**src/source/cc_capture_cfg.svh**
```systemverilog
// Build-time settings for the capture and feed channel.
// Include in any file that needs the frame depth or the FFT config fields.

`ifndef CC_CAPTURE_CFG_SVH
`define CC_CAPTURE_CFG_SVH

// samples per frame, keep it a power of two
`define CC_RB_DEPTH 64

// FFT scale schedule, two bits per radix-4 stage
// last stage scaled by 2, the rest by 1
`define CC_SCALE_SCHED 16'b01_01_01_01_01_01_01_10

// transform direction, 1 = forward and 0 = inverse
`define CC_FWD 1'b1

`endif

```
**src/source/cc_capture_pkg.sv**
```systemverilog
// Shared types for the capture channel: the sample word and the FFT config word.
// Referenced by scoped name from the RTL and the testbench.

`default_nettype none

package cc_capture_pkg;

  // one raw sample from the ADC side
  typedef logic [31:0] sample_t;

  // config word for the FFT core, 24 bits, msb first
  typedef struct packed {
    logic [6:0]  pad;          // core wants these zero
    logic [15:0] scale_sched;  // per-stage scaling
    logic        fwd;          // 1 = forward transform
  } fft_cfg_t;

endpackage

`default_nettype wire

```
**src/source/frame_rd_if.sv**
```systemverilog
// One reader's port onto the frozen frame in the ring buffer.
// The reader strobes open and next, and the buffer answers with grant, data and last.

`timescale 1ns/100ps
`default_nettype none

interface frame_rd_if;

  logic                    open;   // session request, one cycle
  logic                    next;   // advance to next sample, one cycle
  logic                    grant;  // session accepted, one cycle
  cc_capture_pkg::sample_t data;   // sample at current position
  logic                    last;   // current sample ends the frame

  modport reader (
    output open,
    output next,
    input  grant,
    input  data,
    input  last
  );

  modport buffer (
    input  open,
    input  next,
    output grant,
    output data,
    output last
  );

endinterface

`default_nettype wire

```
**src/source/sample_ring_buffer.sv**
```systemverilog
// Ring buffer of the most recent samples. A trigger freezes it, then one reader
// at a time walks the frozen frame oldest first. A finished cc session unfreezes it.

`timescale 1ns/100ps
`default_nettype none

`include "cc_capture_cfg.svh"

module sample_ring_buffer (
  input  logic                    clk,
  input  logic                    rst_n,
  input  cc_capture_pkg::sample_t sample_data,
  input  logic                    sample_valid,
  input  logic                    trigger,
  output logic                    buffer_primed,
  frame_rd_if.buffer              trig_rd,
  frame_rd_if.buffer              cc_rd
);

  localparam int aw = $clog2(`CC_RB_DEPTH);
  localparam logic [aw-1:0] last_idx = aw'(`CC_RB_DEPTH - 1);

  cc_capture_pkg::sample_t mem [`CC_RB_DEPTH];  // sample storage

  logic [aw-1:0] wr_ptr;    // next write slot, also the oldest sample
  logic [aw-1:0] fill_cnt;  // writes since reset, until primed
  logic          frozen;
  logic          active;    // a read session is open
  logic          owner_cc;  // 1 = cc_rd owns the session
  logic [aw-1:0] rd_start;  // oldest slot at session start
  logic [aw-1:0] rd_cnt;    // position within the frame
  logic [aw-1:0] rd_addr;
  logic          wr_en;
  logic          can_open;
  logic          sel_next;  // next from the session owner
  logic          at_last;
  logic          trig_gnt;
  logic          cc_gnt;

  assign wr_en    = sample_valid && !frozen;    // frozen frame is read-only
  assign can_open = frozen && !active;
  assign rd_addr  = rd_start + rd_cnt;          // wraps naturally
  assign at_last  = active && (rd_cnt == last_idx);
  assign sel_next = owner_cc ? cc_rd.next : trig_rd.next;

  // both readers see the same word, last only goes to the owner
  assign trig_rd.data  = mem[rd_addr];
  assign cc_rd.data    = mem[rd_addr];
  assign trig_rd.last  = at_last && !owner_cc;
  assign cc_rd.last    = at_last && owner_cc;
  assign trig_rd.grant = trig_gnt;
  assign cc_rd.grant   = cc_gnt;

  always_ff @(posedge clk) begin
    if (wr_en) begin
      mem[wr_ptr] <= sample_data;
    end
  end

  always_ff @(posedge clk or negedge rst_n) begin
    if (!rst_n) begin
      wr_ptr        <= '0;
      fill_cnt      <= '0;
      buffer_primed <= 1'b0;
      frozen        <= 1'b0;
      active        <= 1'b0;
      owner_cc      <= 1'b0;
      rd_start      <= '0;
      rd_cnt        <= '0;
      trig_gnt      <= 1'b0;
      cc_gnt        <= 1'b0;
    end else begin
      trig_gnt <= 1'b0;  // grants are single-cycle
      cc_gnt   <= 1'b0;
      if (wr_en) begin
        wr_ptr <= wr_ptr + 1'b1;
        if (!buffer_primed) begin
          fill_cnt <= fill_cnt + 1'b1;
          if (fill_cnt == last_idx) begin
            buffer_primed <= 1'b1;  // full frame on hand
          end
        end
      end
      if (can_open && trig_rd.open) begin  // trigger path wins a tie
        active   <= 1'b1;
        owner_cc <= 1'b0;
        rd_start <= wr_ptr;
        rd_cnt   <= '0;
        trig_gnt <= 1'b1;
      end else if (can_open && cc_rd.open) begin
        active   <= 1'b1;
        owner_cc <= 1'b1;
        rd_start <= wr_ptr;
        rd_cnt   <= '0;
        cc_gnt   <= 1'b1;
      end else if (active && sel_next) begin
        if (at_last) begin
          active <= 1'b0;  // session done
          if (owner_cc) begin
            frozen <= 1'b0;  // cc consumed the frame
          end
        end else begin
          rd_cnt <= rd_cnt + 1'b1;
        end
      end
      // a fresh trigger re-freezes even on a cc end edge
      if (trigger && buffer_primed) begin
        frozen <= 1'b1;
      end
    end
  end

endmodule

`default_nettype wire

```
**src/source/trigger_streamer.sv**
```systemverilog
// Reads the frozen frame on request and sends it out on the trigger stream.
// count_reached pulses once after the final beat has been taken.

`timescale 1ns/100ps
`default_nettype none

module trigger_streamer (
  input  logic                    clk,
  input  logic                    rst_n,
  input  logic                    trig_peek,
  frame_rd_if.reader              rd,
  output cc_capture_pkg::sample_t trig_tdata,
  output logic                    trig_tvalid,
  input  logic                    trig_tready,
  output logic                    count_reached
);

  typedef enum logic [1:0] {
    st_idle,
    st_wait,    // open sent, waiting on grant
    st_stream
  } state_t;

  state_t state;
  logic   open_q;
  logic   wait_cnt;  // one extra cycle allowed for grant
  logic   beat_ok;

  assign beat_ok    = trig_tvalid && trig_tready;
  assign rd.open    = open_q;
  assign rd.next    = beat_ok;  // advance only on an accepted beat
  assign trig_tdata = rd.data;  // steady while frozen and not advancing

  always_ff @(posedge clk or negedge rst_n) begin
    if (!rst_n) begin
      state         <= st_idle;
      open_q        <= 1'b0;
      wait_cnt      <= 1'b0;
      trig_tvalid   <= 1'b0;
      count_reached <= 1'b0;
    end else begin
      open_q        <= 1'b0;
      count_reached <= 1'b0;
      case (state)
        st_idle: begin
          if (trig_peek) begin
            open_q   <= 1'b1;
            wait_cnt <= 1'b0;
            state    <= st_wait;
          end
        end
        st_wait: begin
          if (rd.grant) begin
            trig_tvalid <= 1'b1;  // first beat next cycle
            state       <= st_stream;
          end else if (wait_cnt) begin
            state <= st_idle;  // dropped, give up
          end else begin
            wait_cnt <= 1'b1;
          end
        end
        st_stream: begin
          if (beat_ok && rd.last) begin
            trig_tvalid   <= 1'b0;
            count_reached <= 1'b1;  // frame fully delivered
            state         <= st_idle;
          end
        end
        default: state <= st_idle;
      endcase
    end
  end

endmodule

`default_nettype wire

```
**src/source/cc_fft_feeder.sv**
```systemverilog
// Feeds one frozen frame into the FFT core. It sends the config word first, then
// the frame, then zero padding if enabled, with tlast on the final beat.

`timescale 1ns/100ps
`default_nettype none

`include "cc_capture_cfg.svh"

module cc_fft_feeder #(
  parameter bit zero_pad = 1'b1  // 1 = double length with zero beats
) (
  input  logic                     clk,
  input  logic                     rst_n,
  input  logic                     start_cc,
  frame_rd_if.reader               rd,
  output cc_capture_pkg::fft_cfg_t cfg_tdata,
  output logic                     cfg_tvalid,
  input  logic                     cfg_tready,
  output cc_capture_pkg::sample_t  fft_tdata,
  output logic                     fft_tvalid,
  input  logic                     fft_tready,
  output logic                     fft_tlast
);

  localparam int total_beats = zero_pad ? 2 * `CC_RB_DEPTH : `CC_RB_DEPTH;
  localparam int cw = $clog2(total_beats);
  localparam logic [cw-1:0] final_beat = cw'(total_beats - 1);

  typedef enum logic [2:0] {
    st_idle,
    st_wait,    // open sent, waiting on grant
    st_config,
    st_frame,   // frozen samples
    st_pad      // zero beats
  } state_t;

  state_t        state;
  logic          open_q;
  logic          wait_cnt;
  logic [cw-1:0] beat_cnt;  // accepted data beats
  logic          beat_ok;

  assign beat_ok = fft_tvalid && fft_tready;

  // constant word, so it holds by itself until taken
  assign cfg_tdata = '{pad: 7'd0, scale_sched: `CC_SCALE_SCHED, fwd: `CC_FWD};

  assign rd.open   = open_q;
  assign rd.next   = beat_ok && (state == st_frame);  // pad beats don't read
  assign fft_tdata = (state == st_frame) ? rd.data : '0;
  assign fft_tlast = fft_tvalid && (beat_cnt == final_beat);

  always_ff @(posedge clk or negedge rst_n) begin
    if (!rst_n) begin
      state      <= st_idle;
      open_q     <= 1'b0;
      wait_cnt   <= 1'b0;
      beat_cnt   <= '0;
      cfg_tvalid <= 1'b0;
      fft_tvalid <= 1'b0;
    end else begin
      open_q <= 1'b0;
      case (state)
        st_idle: begin
          if (start_cc) begin
            open_q   <= 1'b1;
            wait_cnt <= 1'b0;
            state    <= st_wait;
          end
        end
        st_wait: begin
          if (rd.grant) begin
            cfg_tvalid <= 1'b1;
            beat_cnt   <= '0;
            state      <= st_config;
          end else if (wait_cnt) begin
            state <= st_idle;  // not granted
          end else begin
            wait_cnt <= 1'b1;
          end
        end
        st_config: begin
          if (cfg_tvalid && cfg_tready) begin
            cfg_tvalid <= 1'b0;
            fft_tvalid <= 1'b1;  // data starts next cycle
            state      <= st_frame;
          end
        end
        st_frame: begin
          if (beat_ok) begin
            beat_cnt <= beat_cnt + 1'b1;
            if (rd.last && zero_pad) begin
              state <= st_pad;
            end else if (rd.last) begin
              fft_tvalid <= 1'b0;
              beat_cnt   <= '0;
              state      <= st_idle;
            end
          end
        end
        st_pad: begin
          if (beat_ok && beat_cnt == final_beat) begin
            fft_tvalid <= 1'b0;  // tlast beat taken
            beat_cnt   <= '0;
            state      <= st_idle;
          end else if (beat_ok) begin
            beat_cnt <= beat_cnt + 1'b1;
          end
        end
        default: state <= st_idle;
      endcase
    end
  end

endmodule

`default_nettype wire

```
**src/source/cc_capture_top.sv**
```systemverilog
// Top of the capture and feed channel: ring buffer plus trigger and FFT readers.
// External streams follow valid/ready, and the command inputs are one-cycle strobes.

`timescale 1ns/100ps
`default_nettype none

module cc_capture_top (
  input  logic                     clk,
  input  logic                     rst_n,
  input  cc_capture_pkg::sample_t  sample_data,
  input  logic                     sample_valid,
  input  logic                     trigger,
  output logic                     buffer_primed,
  input  logic                     trig_peek,
  output cc_capture_pkg::sample_t  trig_tdata,
  output logic                     trig_tvalid,
  input  logic                     trig_tready,
  output logic                     count_reached,
  input  logic                     start_cc,
  output cc_capture_pkg::fft_cfg_t cfg_tdata,
  output logic                     cfg_tvalid,
  input  logic                     cfg_tready,
  output cc_capture_pkg::sample_t  fft_tdata,
  output logic                     fft_tvalid,
  input  logic                     fft_tready,
  output logic                     fft_tlast
);

  frame_rd_if trig_rd ();  // trigger path reader
  frame_rd_if cc_rd ();    // FFT feeder reader

  sample_ring_buffer ring_i (
    .clk           (clk),
    .rst_n         (rst_n),
    .sample_data   (sample_data),
    .sample_valid  (sample_valid),
    .trigger       (trigger),
    .buffer_primed (buffer_primed),
    .trig_rd       (trig_rd.buffer),
    .cc_rd         (cc_rd.buffer)
  );

  trigger_streamer trig_i (
    .clk           (clk),
    .rst_n         (rst_n),
    .trig_peek     (trig_peek),
    .rd            (trig_rd.reader),
    .trig_tdata    (trig_tdata),
    .trig_tvalid   (trig_tvalid),
    .trig_tready   (trig_tready),
    .count_reached (count_reached)
  );

  cc_fft_feeder #(
    .zero_pad (1'b1)  // FFT sees twice the frame length
  ) feeder_i (
    .clk        (clk),
    .rst_n      (rst_n),
    .start_cc   (start_cc),
    .rd         (cc_rd.reader),
    .cfg_tdata  (cfg_tdata),
    .cfg_tvalid (cfg_tvalid),
    .cfg_tready (cfg_tready),
    .fft_tdata  (fft_tdata),
    .fft_tvalid (fft_tvalid),
    .fft_tready (fft_tready),
    .fft_tlast  (fft_tlast)
  );

endmodule

`default_nettype wire

```
**config.mk**
```make
export PLATFORM = sky130hd
export DESIGN_NAME = cc_capture_top
export DESIGN_NICKNAME = d
export VERILOG_FILES = /design/src/source/cc_capture_pkg.sv /design/src/source/frame_rd_if.sv /design/src/source/sample_ring_buffer.sv /design/src/source/trigger_streamer.sv /design/src/source/cc_fft_feeder.sv /design/src/source/cc_capture_top.sv
export VERILOG_INCLUDE_DIRS = /design/src /design/src/source
export SDC_FILE = /design/constraint.sdc
export NUM_CORES = 2
export LEC_CHECK = 0
export BUFFER_PORTS_ARGS = -buffer_cell sky130_fd_sc_hd__buf_2
export CAP_MARGIN = 20
export CORE_UTILIZATION = 45
export CTS_CLUSTER_SIZE = 28
export DETAILED_ROUTE_END_ITERATION = 16
export GPL_TIMING_DRIVEN = 0
export PLACE_DENSITY = 0.71
export SLEW_MARGIN = 20
export SYNTH_ARGS = -nofsm -noshare
export SYNTH_HDL_FRONTEND = slang
export SYNTH_SLANG_ARGS = --single-unit
```
**constraint.sdc**
```tcl
create_clock -name clk -period 11.5 [get_ports clk]
set_input_delay 0.575 -clock clk [delete_from_list [all_inputs] [get_ports clk]]
set_output_delay 0.575 -clock clk [all_outputs]
set_load 0.05 [all_outputs]
```
==> impl_metrics.sql <==
INSERT INTO impl_metrics (metric_group, metric, value, unit) VALUES
('run_status', 'outcome', 'finished clean', ''),
('placement', 'io_buffer_count', '110', ''),
('timing', 'worst_slew_margin_rel', '14.03', '%'),
('layout', 'layoutNonFillerInstCount', '6683', ''),
('critical_path', 'critPathLaunchType', 'flip-flop', ''),
('global_route', 'first_global_vias', '40490', ''),
('critical_path', 'cp.arrival', '6.57', 'ns'),
('critical_path', 'worst-endpoint-required', '10.93', 'ns'),
('layout', 'fillCellCount', '13570', ''),
('timing', 'fin_crit', '7.143', 'ns'),
('global_route', 'gr-usage-met2', '36.22', '%'),
('clock_network', 'cts-hold-fix-buffers', '4', ''),
('floorplan', 'die_w', '429.9', 'um'),
('clock_network', 'clock-sinks', '2098', ''),
('detailed_routing', 'initialDrtViolationCount', '5332', ''),
('clock_network', 'post_cts_buffers', '0', ''),
('detailed_routing', 'drt_first_pass_iters', '7', ''),
('global_route', 'gr-total-overflow', '0', ''),
('clock_network', 'number_of_buffers_added_by_the_clock_tree_synthesis_step', '205', ''),
('floorplan', 'floorplan.initialDensity', '45.45', '%'),
('power_and_ir_drop', 'power_switching', '0.007754', 'W'),
('power_and_ir_drop', 'pwr-share-clk', '28.9', '%'),
('floorplan', 'die_h', '429.9', 'um'),
('timing', 'hold_viol', '0', ''),
('critical_path', 'critPathMaxStageDelay', '0.86', 'ns'),
('timing', 'rsz0062_at_grt', 'no', ''),
('logic_synthesis', 'number_of_enable_flip_flop_cells_after_synthesis', '2048', ''),
('placement', 'detailedPlace.worstSlack', '5.270', 'ns'),
('global_route', 'gr-usage-met1', '31.12', '%'),
('logic_synthesis', 'post_synth_inst_count', '3710', ''),
('logic_synthesis', 'post_synth_most_frequent_cells', 'sky130_fd_sc_hd__edfxtp_1 (2048), sky130_fd_sc_hd__mux4_2 (512), sky130_fd_sc_hd__mux2i_1 (323)', ''),
('clock_network', 'clk-insertion-delay-late', '0.84', 'ns'),
('power_and_ir_drop', 'power.switching_fraction', '33.81', '%'),
('floorplan', 'ios', '135', ''),
('floorplan', 'placementRows', '156', ''),
('timing', 'final-setup-viol-count', '0', ''),
('logic_synthesis', 'synth_top_cell_by_area', 'sky130_fd_sc_hd__edfxtp_1', ''),
('critical_path', 'endpoint_kind', 'output port', ''),
('detailed_routing', 'drt_wl_total', '213400', 'um'),
('timing', 'tightest_slew', '1.254', 'ns'),
('clock_network', 'clk_pin_slew', '0.06', 'ns'),
('global_route', 'groute.layer.met3.usage', '3.818', '%'),
('global_route', 'grt_util_all_layers', '23.03', '%'),
('power_and_ir_drop', 'powerDensity', '241.7', 'nW/um2'),
('logic_synthesis', 'netlist_area', '82410', 'um2'),
('critical_path', 'critical_path.slowest_cell', 'sky130_fd_sc_hd__clkbuf_1', ''),
('timing', 'achievable_freq', '140.0', 'MHz'),
('detailed_routing', 'drc', '0', ''),
('timing', 'final_critical_path_setup_slack', '4.357', 'ns'),
('logic_synthesis', 'synth.avg_cell_area', '22.21', 'um2'),
('flow_run', 'max_cap_viol_count', '0', ''),
('timing', 'timing.final.max_slew_violations', '0', ''),
('logic_synthesis', 'post_synth_main_area_contributors', 'sky130_fd_sc_hd__edfxtp_1 (75%), sky130_fd_sc_hd__mux4_2 (14%), sky130_fd_sc_hd__mux2i_1 (3.9%)', ''),
('placement', 'gpl.final_weighted_congestion', '0.9756', ''),
('detailed_routing', 'detail_route_antenna_nets', '0', ''),
('logic_synthesis', 'ys.warnings.count', '0', ''),
('logic_synthesis', 'yosysMostFrequentCell', 'sky130_fd_sc_hd__edfxtp_1', ''),
('placement', 'dp_hpwl', '137800', 'um'),
('logic_synthesis', 'ys_dominant_reg_cell', 'sky130_fd_sc_hd__edfxtp_1', ''),
('power_and_ir_drop', 'power.internal', '0.01518', 'W'),
('layout', 'area_growth', '15.15', '%'),
('logic_synthesis', 'synth_top_area_share', '74.63', '%'),
('clock_network', 'cts_repair_resize_count', '0', ''),
('detailed_routing', 'wl_per_cell', '31.93', 'um'),
('layout', 'design.final.nets', '4187', ''),
('clock_network', 'clock_path_buffers', '3', ''),
('critical_path', 'cp_cell_sequence', 'ha_1 > inv_1 > fa_1 > buf_2 > buf_2 > clkbuf_1 > buf_1 > mux4_2 > mux2i_1 > mux2i_1 > nand3_1 > o2111ai_1 > buf_2', ''),
('power_and_ir_drop', 'combPwrFrac', '32.7', '%'),
('logic_synthesis', 'asyncSetResetFlopFracSynth', '2.383', '%'),
('floorplan', 'core', '181300', 'um2'),
('power_and_ir_drop', 'ir_drop', '0.2366', 'mV');
-- cell type report --
cell class | instances | area, um2 | area share (%)
diodes | 3 | 7.507 | 0.007911
inverters | 6 | 22.52 | 0.02373
flip-flops and latches | 2098 | 62750 | 66.12
clock buffers | 254 | 5408 | 5.698
plain buffers | 237 | 1156 | 1.218
multi-input cells | 1391 | 19040 | 20.07
repair buffers | 197 | 2342 | 2.468
clock inverters | 127 | 1205 | 1.270
well taps | 2370 | 2965 | 3.125
-- critical path, delay by kind of cell (launching register included) --
family | cells | cell delay, ns
multiplexers | 3 | 1.24
adder cells (fa/ha/maj) | 2 | 0.66
AND/OR/NAND/NOR | 1 | 0.22
flip-flops | 1 | 0.42
AO/OA/AOI/OAI | 1 | 0.50
buffers and inverters | 6 | 2.67
-- power groups by stage --
stage / logic (W) / clock network, W / registers (W)
finish: 0.00751 / 0.00663 / 0.00880
floorplan: 0.00465 / 0 / 0.00894
detailed placement: 0.00747 / 0 / 0.00896
global route: 0.00775 / 0.00695 / 0.00882
global placement: 0.00724 / 0 / 0.00897
CTS: 0.00751 / 0.00668 / 0.00880
-- registers in the layout (all words and copies together), names as in the netlist, 2 cells and up --
signal,cells
feeder_i.state,3
ring_i.rd_cnt,6
ring_i.mem,2048
ring_i.rd_start,6
trig_i.state,2
ring_i.fill_cnt,6
ring_i.wr_ptr,6
feeder_i.beat_cnt,7
-- worst paths after layout --
kind / slack [ns] / cells past startpoint / to / start
max: 4.36 / 13 / fft_tdata[20] / ring_i.rd_cnt[0]
min: 0.06 / 4 / feeder_i.cfg_tvalid / cfg_tready
max reg2reg: 7.76 / 9 / ring_i.mem[32][19] / ring_i.frozen
min reg2reg: 0.46 / 1 / ring_i.cc_rd.grant / trig_i.rd.open
max in group asynchronous: 10.67 / 2 / ring_i.rd_start[3] / rst_n
min in group asynchronous: 0.32 / 2 / feeder_i.fft_tvalid / rst_n
-- routing by layer --
metal	vias to the layer above	wire length (um)
li1	16510	-
met1	21650	80810
met2	2246	101900
met3	409	18530
met4	2	12150
met5	-	13
-- logic make-up (layout without fill, tap and decap cells) --
kind of cell | Yosys count | count (layout) | synth area share [%]
buf+inv | 243 | 821 | 1.427
flops | 2098 | 2098 | 76.14
xor+xnor | 21 | 21 | 0.2232
simple gates | 291 | 291 | 1.840
fa+ha+maj | 10 | 10 | 0.1609
mux | 906 | 906 | 18.89
compound gates | 139 | 139 | 1.310
other cells | 2 | 27 | 0.009113
-- placed cells by master, fill, tap and decap left out, types with 33 or more instances in the layout --
cell type	n
sky130_fd_sc_hd__clkinv_2	36
sky130_fd_sc_hd__nor2_1	36
sky130_fd_sc_hd__clkbuf_16	208
sky130_fd_sc_hd__mux2_2	71
sky130_fd_sc_hd__mux2i_1	323
sky130_fd_sc_hd__dfrtp_1	50
sky130_fd_sc_hd__buf_4	67
sky130_fd_sc_hd__edfxtp_1	2048
sky130_fd_sc_hd__clkbuf_1	128
sky130_fd_sc_hd__buf_12	37
sky130_fd_sc_hd__mux4_2	512
sky130_fd_sc_hd__nand3_1	72
sky130_fd_sc_hd__o22ai_1	33
sky130_fd_sc_hd__nor2_4	61
sky130_fd_sc_hd__clkinv_1	44
sky130_fd_sc_hd__buf_2	191
-- metrics by stage --
| stage | area, um2 | utilization (%) | power (W) |
|---|---|---|---|
| floorplan | 82490 | - | 0.01359 |
| global placement | 86010 | 47.43 | 0.01621 |
| detailed placement | 88240 | 48.66 | 0.01642 |
| CTS | 94890 | 52.33 | 0.02299 |
| global route | 94890 | 52.33 | 0.02352 |
| finish | 94900 | 52.34 | 0.02293 |
No activity file was read; power rests on OpenSTA's default activity.
